[src/design/pov_pkg.sv]
package pov_pkg;

    // configuration word as received over SPI
    localparam int CONF_WIDTH = 48;

    // one bit per driver chain, same width as drv_sin
    localparam int LANES = 30;

    // base column pattern
    localparam int PATTERN_LSB = 0;
    localparam int PATTERN_MSB = 29;

    // grayscale pulses per column, bits 42..47 reserved
    localparam int GCLK_LSB = 30;
    localparam int GCLK_MSB = 41;

    // driver controller states
    typedef enum logic [1:0] {
        IDLE,
        SHIFT,
        LATCH,
        GRAY
    } ctrl_state_t;

endpackage

[src/design/spi_config_rx.sv]
module spi_config_rx (
    input  logic                           clock_33,
    input  logic                           nrst,
    input  logic                           spi_clk,
    input  logic                           spi_ss,
    input  logic                           spi_mosi,
    output logic                           spi_miso,
    output logic [pov_pkg::CONF_WIDTH-1:0] conf,
    output logic                           conf_valid,
    output logic                           conf_update
);
    import pov_pkg::*;

    // counter saturates one above a full frame
    localparam int CNT_W = $clog2(CONF_WIDTH + 2);

    logic [1:0]            clk_sync;
    logic [1:0]            ss_sync;
    logic [1:0]            mosi_sync;
    logic                  clk_d;
    logic                  ss_d;
    logic                  clk_rise;
    logic                  clk_fall;
    logic                  ss_fall;
    logic                  ss_rise;
    logic [CONF_WIDTH-1:0] rx_shift;
    logic [CONF_WIDTH-1:0] tx_shift;
    logic [CNT_W-1:0]      bit_cnt;

    // two-flop synchronizers, ss idles high
    always_ff @(posedge clock_33 or negedge nrst) begin
        if (!nrst) begin
            clk_sync  <= '0;
            ss_sync   <= '1;
            mosi_sync <= '0;
            clk_d     <= 1'b0;
            ss_d      <= 1'b1;
        end else begin
            clk_sync  <= {clk_sync[0], spi_clk};
            ss_sync   <= {ss_sync[0], spi_ss};
            mosi_sync <= {mosi_sync[0], spi_mosi};
            clk_d     <= clk_sync[1];
            ss_d      <= ss_sync[1];
        end
    end

    assign clk_rise = clk_sync[1] & ~clk_d;
    assign clk_fall = ~clk_sync[1] & clk_d;
    assign ss_fall  = ~ss_sync[1] & ss_d;
    assign ss_rise  = ss_sync[1] & ~ss_d;

    // mode 0, msb first
    always_ff @(posedge clock_33) begin
        if (clk_rise && !ss_sync[1]) begin
            rx_shift <= {rx_shift[CONF_WIDTH-2:0], mosi_sync[1]};
        end
    end

    always_ff @(posedge clock_33 or negedge nrst) begin
        if (!nrst) begin
            bit_cnt     <= '0;
            conf        <= '0;
            conf_valid  <= 1'b0;
            conf_update <= 1'b0;
            tx_shift    <= '0;
        end else begin
            conf_update <= 1'b0;
            if (ss_fall) begin
                bit_cnt <= '0;
            end else if (clk_rise && !ss_sync[1] && bit_cnt <= CNT_W'(CONF_WIDTH)) begin
                bit_cnt <= bit_cnt + 1'b1;
            end
            // only a frame of exactly 48 bits is taken
            if (ss_rise && bit_cnt == CNT_W'(CONF_WIDTH)) begin
                conf        <= rx_shift;
                conf_valid  <= 1'b1;
                conf_update <= 1'b1;
            end
            // readback of the active config
            if (ss_fall) begin
                tx_shift <= conf;
            end else if (clk_fall && !ss_sync[1]) begin
                tx_shift <= {tx_shift[CONF_WIDTH-2:0], 1'b0};
            end
        end
    end

    assign spi_miso = tx_shift[CONF_WIDTH-1];

endmodule

[src/design/frame_source.sv]
module frame_source #(
    parameter int WORDS_PER_COLUMN  = 16,
    parameter int COLUMNS_PER_FRAME = 8
) (
    input  logic                           clock_33,
    input  logic                           nrst,
    input  logic [pov_pkg::CONF_WIDTH-1:0] conf,
    input  logic                           conf_valid,
    input  logic                           word_ready,
    output logic                           word_valid,
    output logic                           word_last,
    output logic [pov_pkg::LANES-1:0]      word_data
);
    import pov_pkg::*;

    localparam int WORD_W = $clog2(WORDS_PER_COLUMN + 1);
    localparam int COL_W  = $clog2(COLUMNS_PER_FRAME + 1);
    localparam int ROT_W  = $clog2(LANES);

    logic [WORD_W-1:0] word_cnt;
    logic [COL_W-1:0]  col_cnt;
    logic [ROT_W-1:0]  col_rot;
    logic [ROT_W-1:0]  rot;
    logic [LANES-1:0]  pattern;
    logic [LANES-1:0]  src;
    logic              advance;
    logic              end_of_column;

    function automatic logic [LANES-1:0] rotl(input logic [LANES-1:0] value,
                                              input logic [ROT_W-1:0] amount);
        logic [2*LANES-1:0] doubled;
        doubled = {value, value} << amount;
        return doubled[2*LANES-1:LANES];
    endfunction

    // offset increment modulo the lane count
    function automatic logic [ROT_W-1:0] rot_inc(input logic [ROT_W-1:0] value);
        return (value == ROT_W'(LANES - 1)) ? '0 : value + 1'b1;
    endfunction

    // next word is produced when the output slot is free or drains now
    assign advance       = conf_valid && (!word_valid || word_ready);
    assign end_of_column = (word_cnt == WORD_W'(WORDS_PER_COLUMN - 1));
    assign src = (word_cnt == '0) ? conf[PATTERN_MSB:PATTERN_LSB] : pattern;

    always_ff @(posedge clock_33) begin
        if (advance) begin
            word_data <= rotl(src, rot);
            if (word_cnt == '0) begin
                pattern <= conf[PATTERN_MSB:PATTERN_LSB];
            end
        end
    end

    always_ff @(posedge clock_33 or negedge nrst) begin
        if (!nrst) begin
            word_valid <= 1'b0;
            word_last  <= 1'b0;
            word_cnt   <= '0;
            col_cnt    <= '0;
            col_rot    <= '0;
            rot        <= '0;
        end else if (advance) begin
            word_valid <= 1'b1;
            word_last  <= end_of_column;
            if (end_of_column) begin
                word_cnt <= '0;
                if (col_cnt == COL_W'(COLUMNS_PER_FRAME - 1)) begin
                    col_cnt <= '0;
                    col_rot <= '0;
                    rot     <= '0;
                end else begin
                    col_cnt <= col_cnt + 1'b1;
                    col_rot <= rot_inc(col_rot);
                    rot     <= rot_inc(col_rot);
                end
            end else begin
                word_cnt <= word_cnt + 1'b1;
                rot      <= rot_inc(rot);
            end
        end else if (word_ready) begin
            word_valid <= 1'b0;
        end
    end

endmodule

[src/design/driver_controller.sv]
module driver_controller (
    input  logic                                       clock_33,
    input  logic                                       nrst,
    input  logic [pov_pkg::CONF_WIDTH-1:0]             conf,
    input  logic                                       word_valid,
    input  logic                                       word_last,
    input  logic [pov_pkg::LANES-1:0]                  word_data,
    output logic                                       word_ready,
    output logic                                       load,
    output logic [pov_pkg::LANES-1:0]                  load_data,
    input  logic                                       shifter_busy,
    output logic                                       gray_start,
    output logic [pov_pkg::GCLK_MSB-pov_pkg::GCLK_LSB:0] gray_count,
    input  logic                                       gray_done,
    output logic                                       drv_lat
);
    import pov_pkg::*;

    ctrl_state_t state;
    logic        last_sent;

    // words are taken only while the shifter can start a new one
    assign word_ready = (state == SHIFT) && !shifter_busy && !last_sent;
    assign load       = word_valid && word_ready;
    assign load_data  = word_data;

    always_ff @(posedge clock_33 or negedge nrst) begin
        if (!nrst) begin
            state      <= IDLE;
            last_sent  <= 1'b0;
            drv_lat    <= 1'b0;
            gray_start <= 1'b0;
            gray_count <= '0;
        end else begin
            drv_lat    <= 1'b0;
            gray_start <= 1'b0;
            case (state)
                IDLE: begin
                    // wait for the first configured word
                    if (word_valid) begin
                        state <= SHIFT;
                    end
                end
                SHIFT: begin
                    if (load && word_last) begin
                        last_sent <= 1'b1;
                    end
                    // latch once the last sclk low phase is reached
                    if (last_sent && !shifter_busy) begin
                        last_sent <= 1'b0;
                        drv_lat   <= 1'b1;
                        state     <= LATCH;
                    end
                end
                LATCH: begin
                    gray_start <= 1'b1;
                    gray_count <= conf[GCLK_MSB:GCLK_LSB];
                    state      <= GRAY;
                end
                GRAY: begin
                    // pulses and blanking run in the generator
                    if (gray_done) begin
                        state <= SHIFT;
                    end
                end
            endcase
        end
    end

endmodule

[src/design/driver_shifter.sv]
module driver_shifter (
    input  logic                      clock_33,
    input  logic                      nrst,
    input  logic                      load,
    input  logic [pov_pkg::LANES-1:0] load_data,
    output logic                      shifter_busy,
    output logic                      drv_sclk,
    output logic [pov_pkg::LANES-1:0] drv_sin
);

    // phase 1 data setup, 2 sclk high, 3 sclk low, 0 idle
    logic [1:0] phase;

    always_ff @(posedge clock_33 or negedge nrst) begin
        if (!nrst) begin
            phase    <= 2'd0;
            drv_sclk <= 1'b0;
            drv_sin  <= '0;
        end else begin
            if (load) begin
                phase   <= 2'd1;
                drv_sin <= load_data;
            end else if (phase != 2'd0) begin
                // phase 3 wraps back to idle
                phase <= phase + 1'b1;
            end
            // sclk rises one cycle after sin settles
            drv_sclk <= (phase == 2'd1);
        end
    end

    // a new load is allowed during the low phase
    assign shifter_busy = (phase == 2'd1) || (phase == 2'd2);

endmodule

[src/design/gclk_generator.sv]
module gclk_generator #(
    parameter int BLANK_CYCLES = 72
) (
    input  logic                                       clock_33,
    input  logic                                       nrst,
    input  logic                                       gray_start,
    input  logic [pov_pkg::GCLK_MSB-pov_pkg::GCLK_LSB:0] gray_count,
    output logic                                       drv_gclk,
    output logic                                       gray_done
);
    import pov_pkg::*;

    localparam int GCLK_W  = GCLK_MSB - GCLK_LSB + 1;
    localparam int BLANK_W = $clog2(BLANK_CYCLES + 2);

    logic [GCLK_W-1:0]  pulses_left;
    logic [BLANK_W-1:0] blank_left;
    logic               pulsing;
    logic               blanking;

    always_ff @(posedge clock_33 or negedge nrst) begin
        if (!nrst) begin
            pulses_left <= '0;
            blank_left  <= '0;
            pulsing     <= 1'b0;
            blanking    <= 1'b0;
            drv_gclk    <= 1'b0;
            gray_done   <= 1'b0;
        end else begin
            gray_done <= 1'b0;
            if (gray_start) begin
                // zero count goes straight to blanking
                pulses_left <= gray_count;
                blank_left  <= BLANK_W'(BLANK_CYCLES);
                pulsing     <= (gray_count != '0);
                blanking    <= (gray_count == '0);
                drv_gclk    <= (gray_count != '0);
            end else if (pulsing) begin
                if (drv_gclk) begin
                    drv_gclk    <= 1'b0;
                    pulses_left <= pulses_left - 1'b1;
                end else if (pulses_left == '0) begin
                    pulsing  <= 1'b0;
                    blanking <= 1'b1;
                end else begin
                    drv_gclk <= 1'b1;
                end
            end else if (blanking) begin
                if (blank_left <= BLANK_W'(1)) begin
                    blanking  <= 1'b0;
                    gray_done <= 1'b1;
                end else begin
                    blank_left <= blank_left - 1'b1;
                end
            end
        end
    end

endmodule

[src/design/pov_display_top.sv]
module pov_display_top #(
    parameter int WORDS_PER_COLUMN  = 16,
    parameter int COLUMNS_PER_FRAME = 8,
    parameter int BLANK_CYCLES      = 72
) (
    input  logic                      clock_33,
    input  logic                      nrst,
    input  logic                      spi_clk,
    input  logic                      spi_ss,
    input  logic                      spi_mosi,
    output logic                      spi_miso,
    output logic                      drv_sclk,
    output logic                      drv_gclk,
    output logic                      drv_lat,
    output logic [pov_pkg::LANES-1:0] drv_sin
);
    import pov_pkg::*;

    // configuration
    logic [CONF_WIDTH-1:0]      conf;
    logic                       conf_valid;

    // column word stream
    logic                       word_valid;
    logic                       word_ready;
    logic                       word_last;
    logic [LANES-1:0]           word_data;

    // shifter and grayscale control
    logic                       load;
    logic [LANES-1:0]           load_data;
    logic                       shifter_busy;
    logic                       gray_start;
    logic [GCLK_MSB-GCLK_LSB:0] gray_count;
    logic                       gray_done;

    spi_config_rx spi_config_rx_i (
        .clock_33    (clock_33),
        .nrst        (nrst),
        .spi_clk     (spi_clk),
        .spi_ss      (spi_ss),
        .spi_mosi    (spi_mosi),
        .spi_miso    (spi_miso),
        .conf        (conf),
        .conf_valid  (conf_valid),
        .conf_update ()
    );

    frame_source #(
        .WORDS_PER_COLUMN  (WORDS_PER_COLUMN),
        .COLUMNS_PER_FRAME (COLUMNS_PER_FRAME)
    ) frame_source_i (
        .clock_33   (clock_33),
        .nrst       (nrst),
        .conf       (conf),
        .conf_valid (conf_valid),
        .word_ready (word_ready),
        .word_valid (word_valid),
        .word_last  (word_last),
        .word_data  (word_data)
    );

    driver_controller driver_controller_i (
        .clock_33     (clock_33),
        .nrst         (nrst),
        .conf         (conf),
        .word_valid   (word_valid),
        .word_last    (word_last),
        .word_data    (word_data),
        .word_ready   (word_ready),
        .load         (load),
        .load_data    (load_data),
        .shifter_busy (shifter_busy),
        .gray_start   (gray_start),
        .gray_count   (gray_count),
        .gray_done    (gray_done),
        .drv_lat      (drv_lat)
    );

    driver_shifter driver_shifter_i (
        .clock_33     (clock_33),
        .nrst         (nrst),
        .load         (load),
        .load_data    (load_data),
        .shifter_busy (shifter_busy),
        .drv_sclk     (drv_sclk),
        .drv_sin      (drv_sin)
    );

    gclk_generator #(
        .BLANK_CYCLES (BLANK_CYCLES)
    ) gclk_generator_i (
        .clock_33   (clock_33),
        .nrst       (nrst),
        .gray_start (gray_start),
        .gray_count (gray_count),
        .drv_gclk   (drv_gclk),
        .gray_done  (gray_done)
    );

endmodule

[config.mk]
export PLATFORM = sky130hd
export DESIGN_NAME = pov_display_top
export DESIGN_NICKNAME = d
export VERILOG_FILES = /design/src/design/pov_pkg.sv /design/src/design/spi_config_rx.sv /design/src/design/frame_source.sv /design/src/design/driver_controller.sv /design/src/design/driver_shifter.sv /design/src/design/gclk_generator.sv /design/src/design/pov_display_top.sv
export SDC_FILE = /design/constraint.sdc
export NUM_CORES = 1
export LEC_CHECK = 0
export BUFFER_PORTS_ARGS = -buffer_cell sky130_fd_sc_hd__buf_2
export CAP_MARGIN = 30
export CORE_MARGIN = 3
export CORE_UTILIZATION = 45
export DETAILED_ROUTE_END_ITERATION = 8
export HOLD_SLACK_MARGIN = 0.03
export RECOVER_POWER = 25
export SETUP_SLACK_MARGIN = 0.2
export SYNTH_ARGS = -nofsm -noshare
export SYNTH_HDL_FRONTEND = slang
export SYNTH_SLANG_ARGS = --single-unit
export TNS_END_PERCENT = 10
[constraint.sdc]
create_clock -name clock_33 -period 4.1 [get_ports clock_33]
set_input_delay 0.615 -clock clock_33 [delete_from_list [all_inputs] [get_ports clock_33]]
set_output_delay 0.615 -clock clock_33 [all_outputs]
set_load 0.005 [all_outputs]
==> results.sh <==
export IMPL_status="finished with violations"
export IMPL_drive_above_1_share_pct=18.5
export IMPL_clk_latency_ns=0.52
export IMPL_arrival_ns=3.30
export IMPL_ctsHtreeMaxLevel=2
export IMPL_antenna_found_initial=0
export IMPL_insertedDiodeCount=0
export IMPL_wl_met2_um=14400
export IMPL_fill_cells=2829
export IMPL_synthesis_nets=1307
export IMPL_yosysUniqueCellTypes=65
export IMPL_synth_top_cell_by_area="dfrtp_1"
export IMPL_cts_sinks=313
export IMPL_crit_fanout=26
export IMPL_tritoncts="built"
export IMPL_die_h_um=188
export IMPL_netlist_instances=1284
export IMPL_grt_pass1_vias=9786
export IMPL_fmax_mhz=325
export IMPL_fin_area_um2=16800
export IMPL_num_io_pins=39
export IMPL_start_util_pct=46.3
export IMPL_top_layer_used="met4"
export IMPL_path_clk_slew_ns=0.06
export IMPL_fin_worst_skew_ns=0.0166
export IMPL_cap_violations=1
export IMPL_die_area_um2=35200
export IMPL_dp_hpwl_um=21900
export IMPL_drtPass1Iterations=7
export IMPL_core_area_um2=32000
export IMPL_final_max_slew_viol_count=80
export IMPL_hold_viol=0
export IMPL_period_needed_ns=3.07
export IMPL_vias=9865
export IMPL_gp_congestion=0.939
export IMPL_ys_flop_type="dfrtp_1"
export IMPL_die_w_um=188
export IMPL_met1_length_um=15900
export IMPL_violations="max-capacitance violations, max-slew violations"
export IMPL_p_leak_nw=7.01
export IMPL_worstPathRequired_ns=4.33
export IMPL_vdd_drop_max_mv=0.231
export IMPL_path_class="reg2reg"
export IMPL_worstMarginPinSlew_ns=2.04
export IMPL_end_kind="register"
export IMPL_root_buffer="clkbuf_16"
export IMPL_drc=0
export IMPL_synth_area_leaders="dfrtp_1 (34%), edfxtp_1 (22%), mux2i_1 (8.6%)"
export IMPL_synth_async_sr_flop_share_pct=65.5
export IMPL_holdBufCountCts=0
export IMPL_critical_path_max_stage_delay_ns=0.65
export IMPL_setup_violations_final=0
export IMPL_grt_usage_pct=18.4
export IMPL_finalCritPeriodShare_pct=75.0
export IMPL_critPathLaunchType="register"
export IMPL_final_common_cell="nand2_1"
export IMPL_row_count=65
export IMPL_ys_ff_latch=313
export IMPL_dpl_instance_area_um2=15600
export IMPL_post_place_ws_ns=1.02
export IMPL_crit_slowest_cell="or4b_2"
export IMPL_timing_final_ws_setup_ns=1.03
export IMPL_grt_max_degree=81
export IMPL_p_per_area_nw_per_um2=396
export IMPL_drt_wl_total_um=32400
export IMPL_fin_nets=1339
export IMPL_syn_to_final_growth_pct=13.2
export IMPL_path_common_cell="mux2i_1"
export IMPL_grt_pass1_wl_um=53600
export IMPL_met3_wirelength_um=1570
export IMPL_max_slew_margin_pct=-35.9
export IMPL_initialDrtViolationCount=627
export IMPL_via_per_inst=5.55
export IMPL_synth_top_area_share_pct=34.1
export IMPL_hold_path_class="in2reg"
export IMPL_yosys_warnings=0
export IMPL_wire_per_inst_um=18.2
export IMPL_port_buffers=38
export IMPL_cts_resized=0
export IMPL_cts_setup_buffers=0
export IMPL_syn_area_um2=14800
export IMPL_grt_overflow=0
export IMPL_synth_edf_count=108
export IMPL_final_cell_mix="nand2_1 (226), dfrtp_1 (201), mux2i_1 (128)"
export IMPL_cts_buffer_depth=3
export IMPL_antenna_left=0
export IMPL_syn_area_per_cell_um2=11.6
export IMPL_fin_setup_tns_ns=0
export IMPL_yosysSeqAreaShare_pct=56.4
export IMPL_rsz0062_at_grt="false"
export IMPL_numCtsBuffers=36
export IMPL_path_cells="inv_1 > ha_1 > or4b_2 > buf_4 > a21oi_1 > o211ai_1 > mux2i_1 > mux2i_1"
-- cell usage after synthesis (17+ instances only) --
master and number:
a22oi_1 23, clkbuf_1 47, dfrtp_1 202, edfxtp_1 108
ha_1 18, inv_1 30, mux2_2 99, mux2i_1 128
nand2_1 226, nand3_1 23, nor2_1 61, nor3_1 17
o21ai_0 86, o22ai_1 27
-- critical path, delay by kind of cell, from the launching register on --
family / cells / cell delay [ns]
DFF: 1 / 0.41
muxes: 2 / 0.44
AOI/OAI and AO/OA: 2 / 0.77
adders and majority gates: 1 / 0.16
buffers and inverters: 2 / 0.36
and+or+nand+nor: 1 / 0.65
-- state kept, by name, indices dropped and copies added, names as in the netlist, 5 cells and up --
| signal | cells |
|---|---|
| frame_source_i.pattern | 30 |
| frame_source_i.col_rot | 5 |
| spi_config_rx_i.conf | 48 |
| driver_controller_i.gray_count | 12 |
| frame_source_i.word_cnt | 5 |
| spi_config_rx_i.tx_shift | 48 |
| frame_source_i.word_data | 30 |
| driver_shifter_i.drv_sin | 30 |
| spi_config_rx_i.bit_cnt | 6 |
| gclk_generator_i.pulses_left | 12 |
| frame_source_i.rot | 5 |
| spi_config_rx_i.rx_shift | 48 |
| gclk_generator_i.blank_left | 7 |
-- worst paths after layout --
path                                             start                              to  slack [ns]  cells after the start
max in group asynchronous                         nrst     spi_config_rx_i.tx_shift[9]        1.79                      2
max                         frame_source_i.word_cnt[0]    frame_source_i.word_data[27]        1.03                      8
max reg2reg                 frame_source_i.word_cnt[0]    frame_source_i.word_data[27]        1.03                      8
min reg2reg                spi_config_rx_i.clk_sync[0]     spi_config_rx_i.clk_sync[1]        0.35                      0
min                                             spi_ss      spi_config_rx_i.ss_sync[0]        0.19                      1
min in group asynchronous                         nrst  gclk_generator_i.blank_left[5]        0.68                      1
-- per-layer routing --
metal	global-route usage, %	vias to the layer above
li1	-	4708
met1	27.2	4864
met2	28.2	240
met3	3.22	53
met4	5.14	0
met5	0	-
-- report_power, final --
group | switching, W | internal, W | total [W]
combinational | 0.0000825 | 0.0000236 | 0.000106
clock | 0.00127 | 0.00201 | 0.00329
sequential | 0.0000112 | 0.00325 | 0.00326
-- final cells by class --
| cell class | instances | area (um2) | share of cell area [%] |
|---|---|---|---|
| multi-input combinational | 871 | 6100 | 36.3 |
| sequential | 313 | 8380 | 49.9 |
| inverter | 30 | 113 | 0.670 |
| tap | 435 | 544 | 3.24 |
| clock inverter | 17 | 204 | 1.21 |
| timing repair buffer | 64 | 439 | 2.61 |
| clock buffer | 49 | 1020 | 6.09 |
-- metrics by stage --
step / hold WS (ns) / power, W / util [%] / std cells
5_1_grt: 0.177 / 0.00689 / 52.4 / 1779
4_1_cts: 0.152 / 0.00676 / 52.4 / 1779
3_5_place_dp: 0.336 / 0.00343 / 48.6 / 1713
6_report: 0.194 / 0.00665 / 52.4 / 1779
3_3_place_gp: 0.333 / 0.00343 / 48.5 / 1711
2_1_floorplan: 0.319 / 0.00336 / - / 1284
-- kinds of logic (layout without fill, tap and decap cells) --
| family | count (synthesis) | count (layout) | share of synthesized area [%] |
|---|---|---|---|
| AND/OR/NAND/NOR | 374 | 374 | 10.8 |
| flip-flops | 313 | 313 | 56.4 |
| AO/OA/AOI/OAI | 215 | 215 | 9.34 |
| adder cells (fa/ha/maj) | 18 | 18 | 1.52 |
| XOR/XNOR | 25 | 25 | 1.48 |
| buffers and inverters | 100 | 160 | 2.74 |
| multiplexers | 239 | 239 | 17.7 |
No activity file was read; power rests on OpenSTA's default activity.
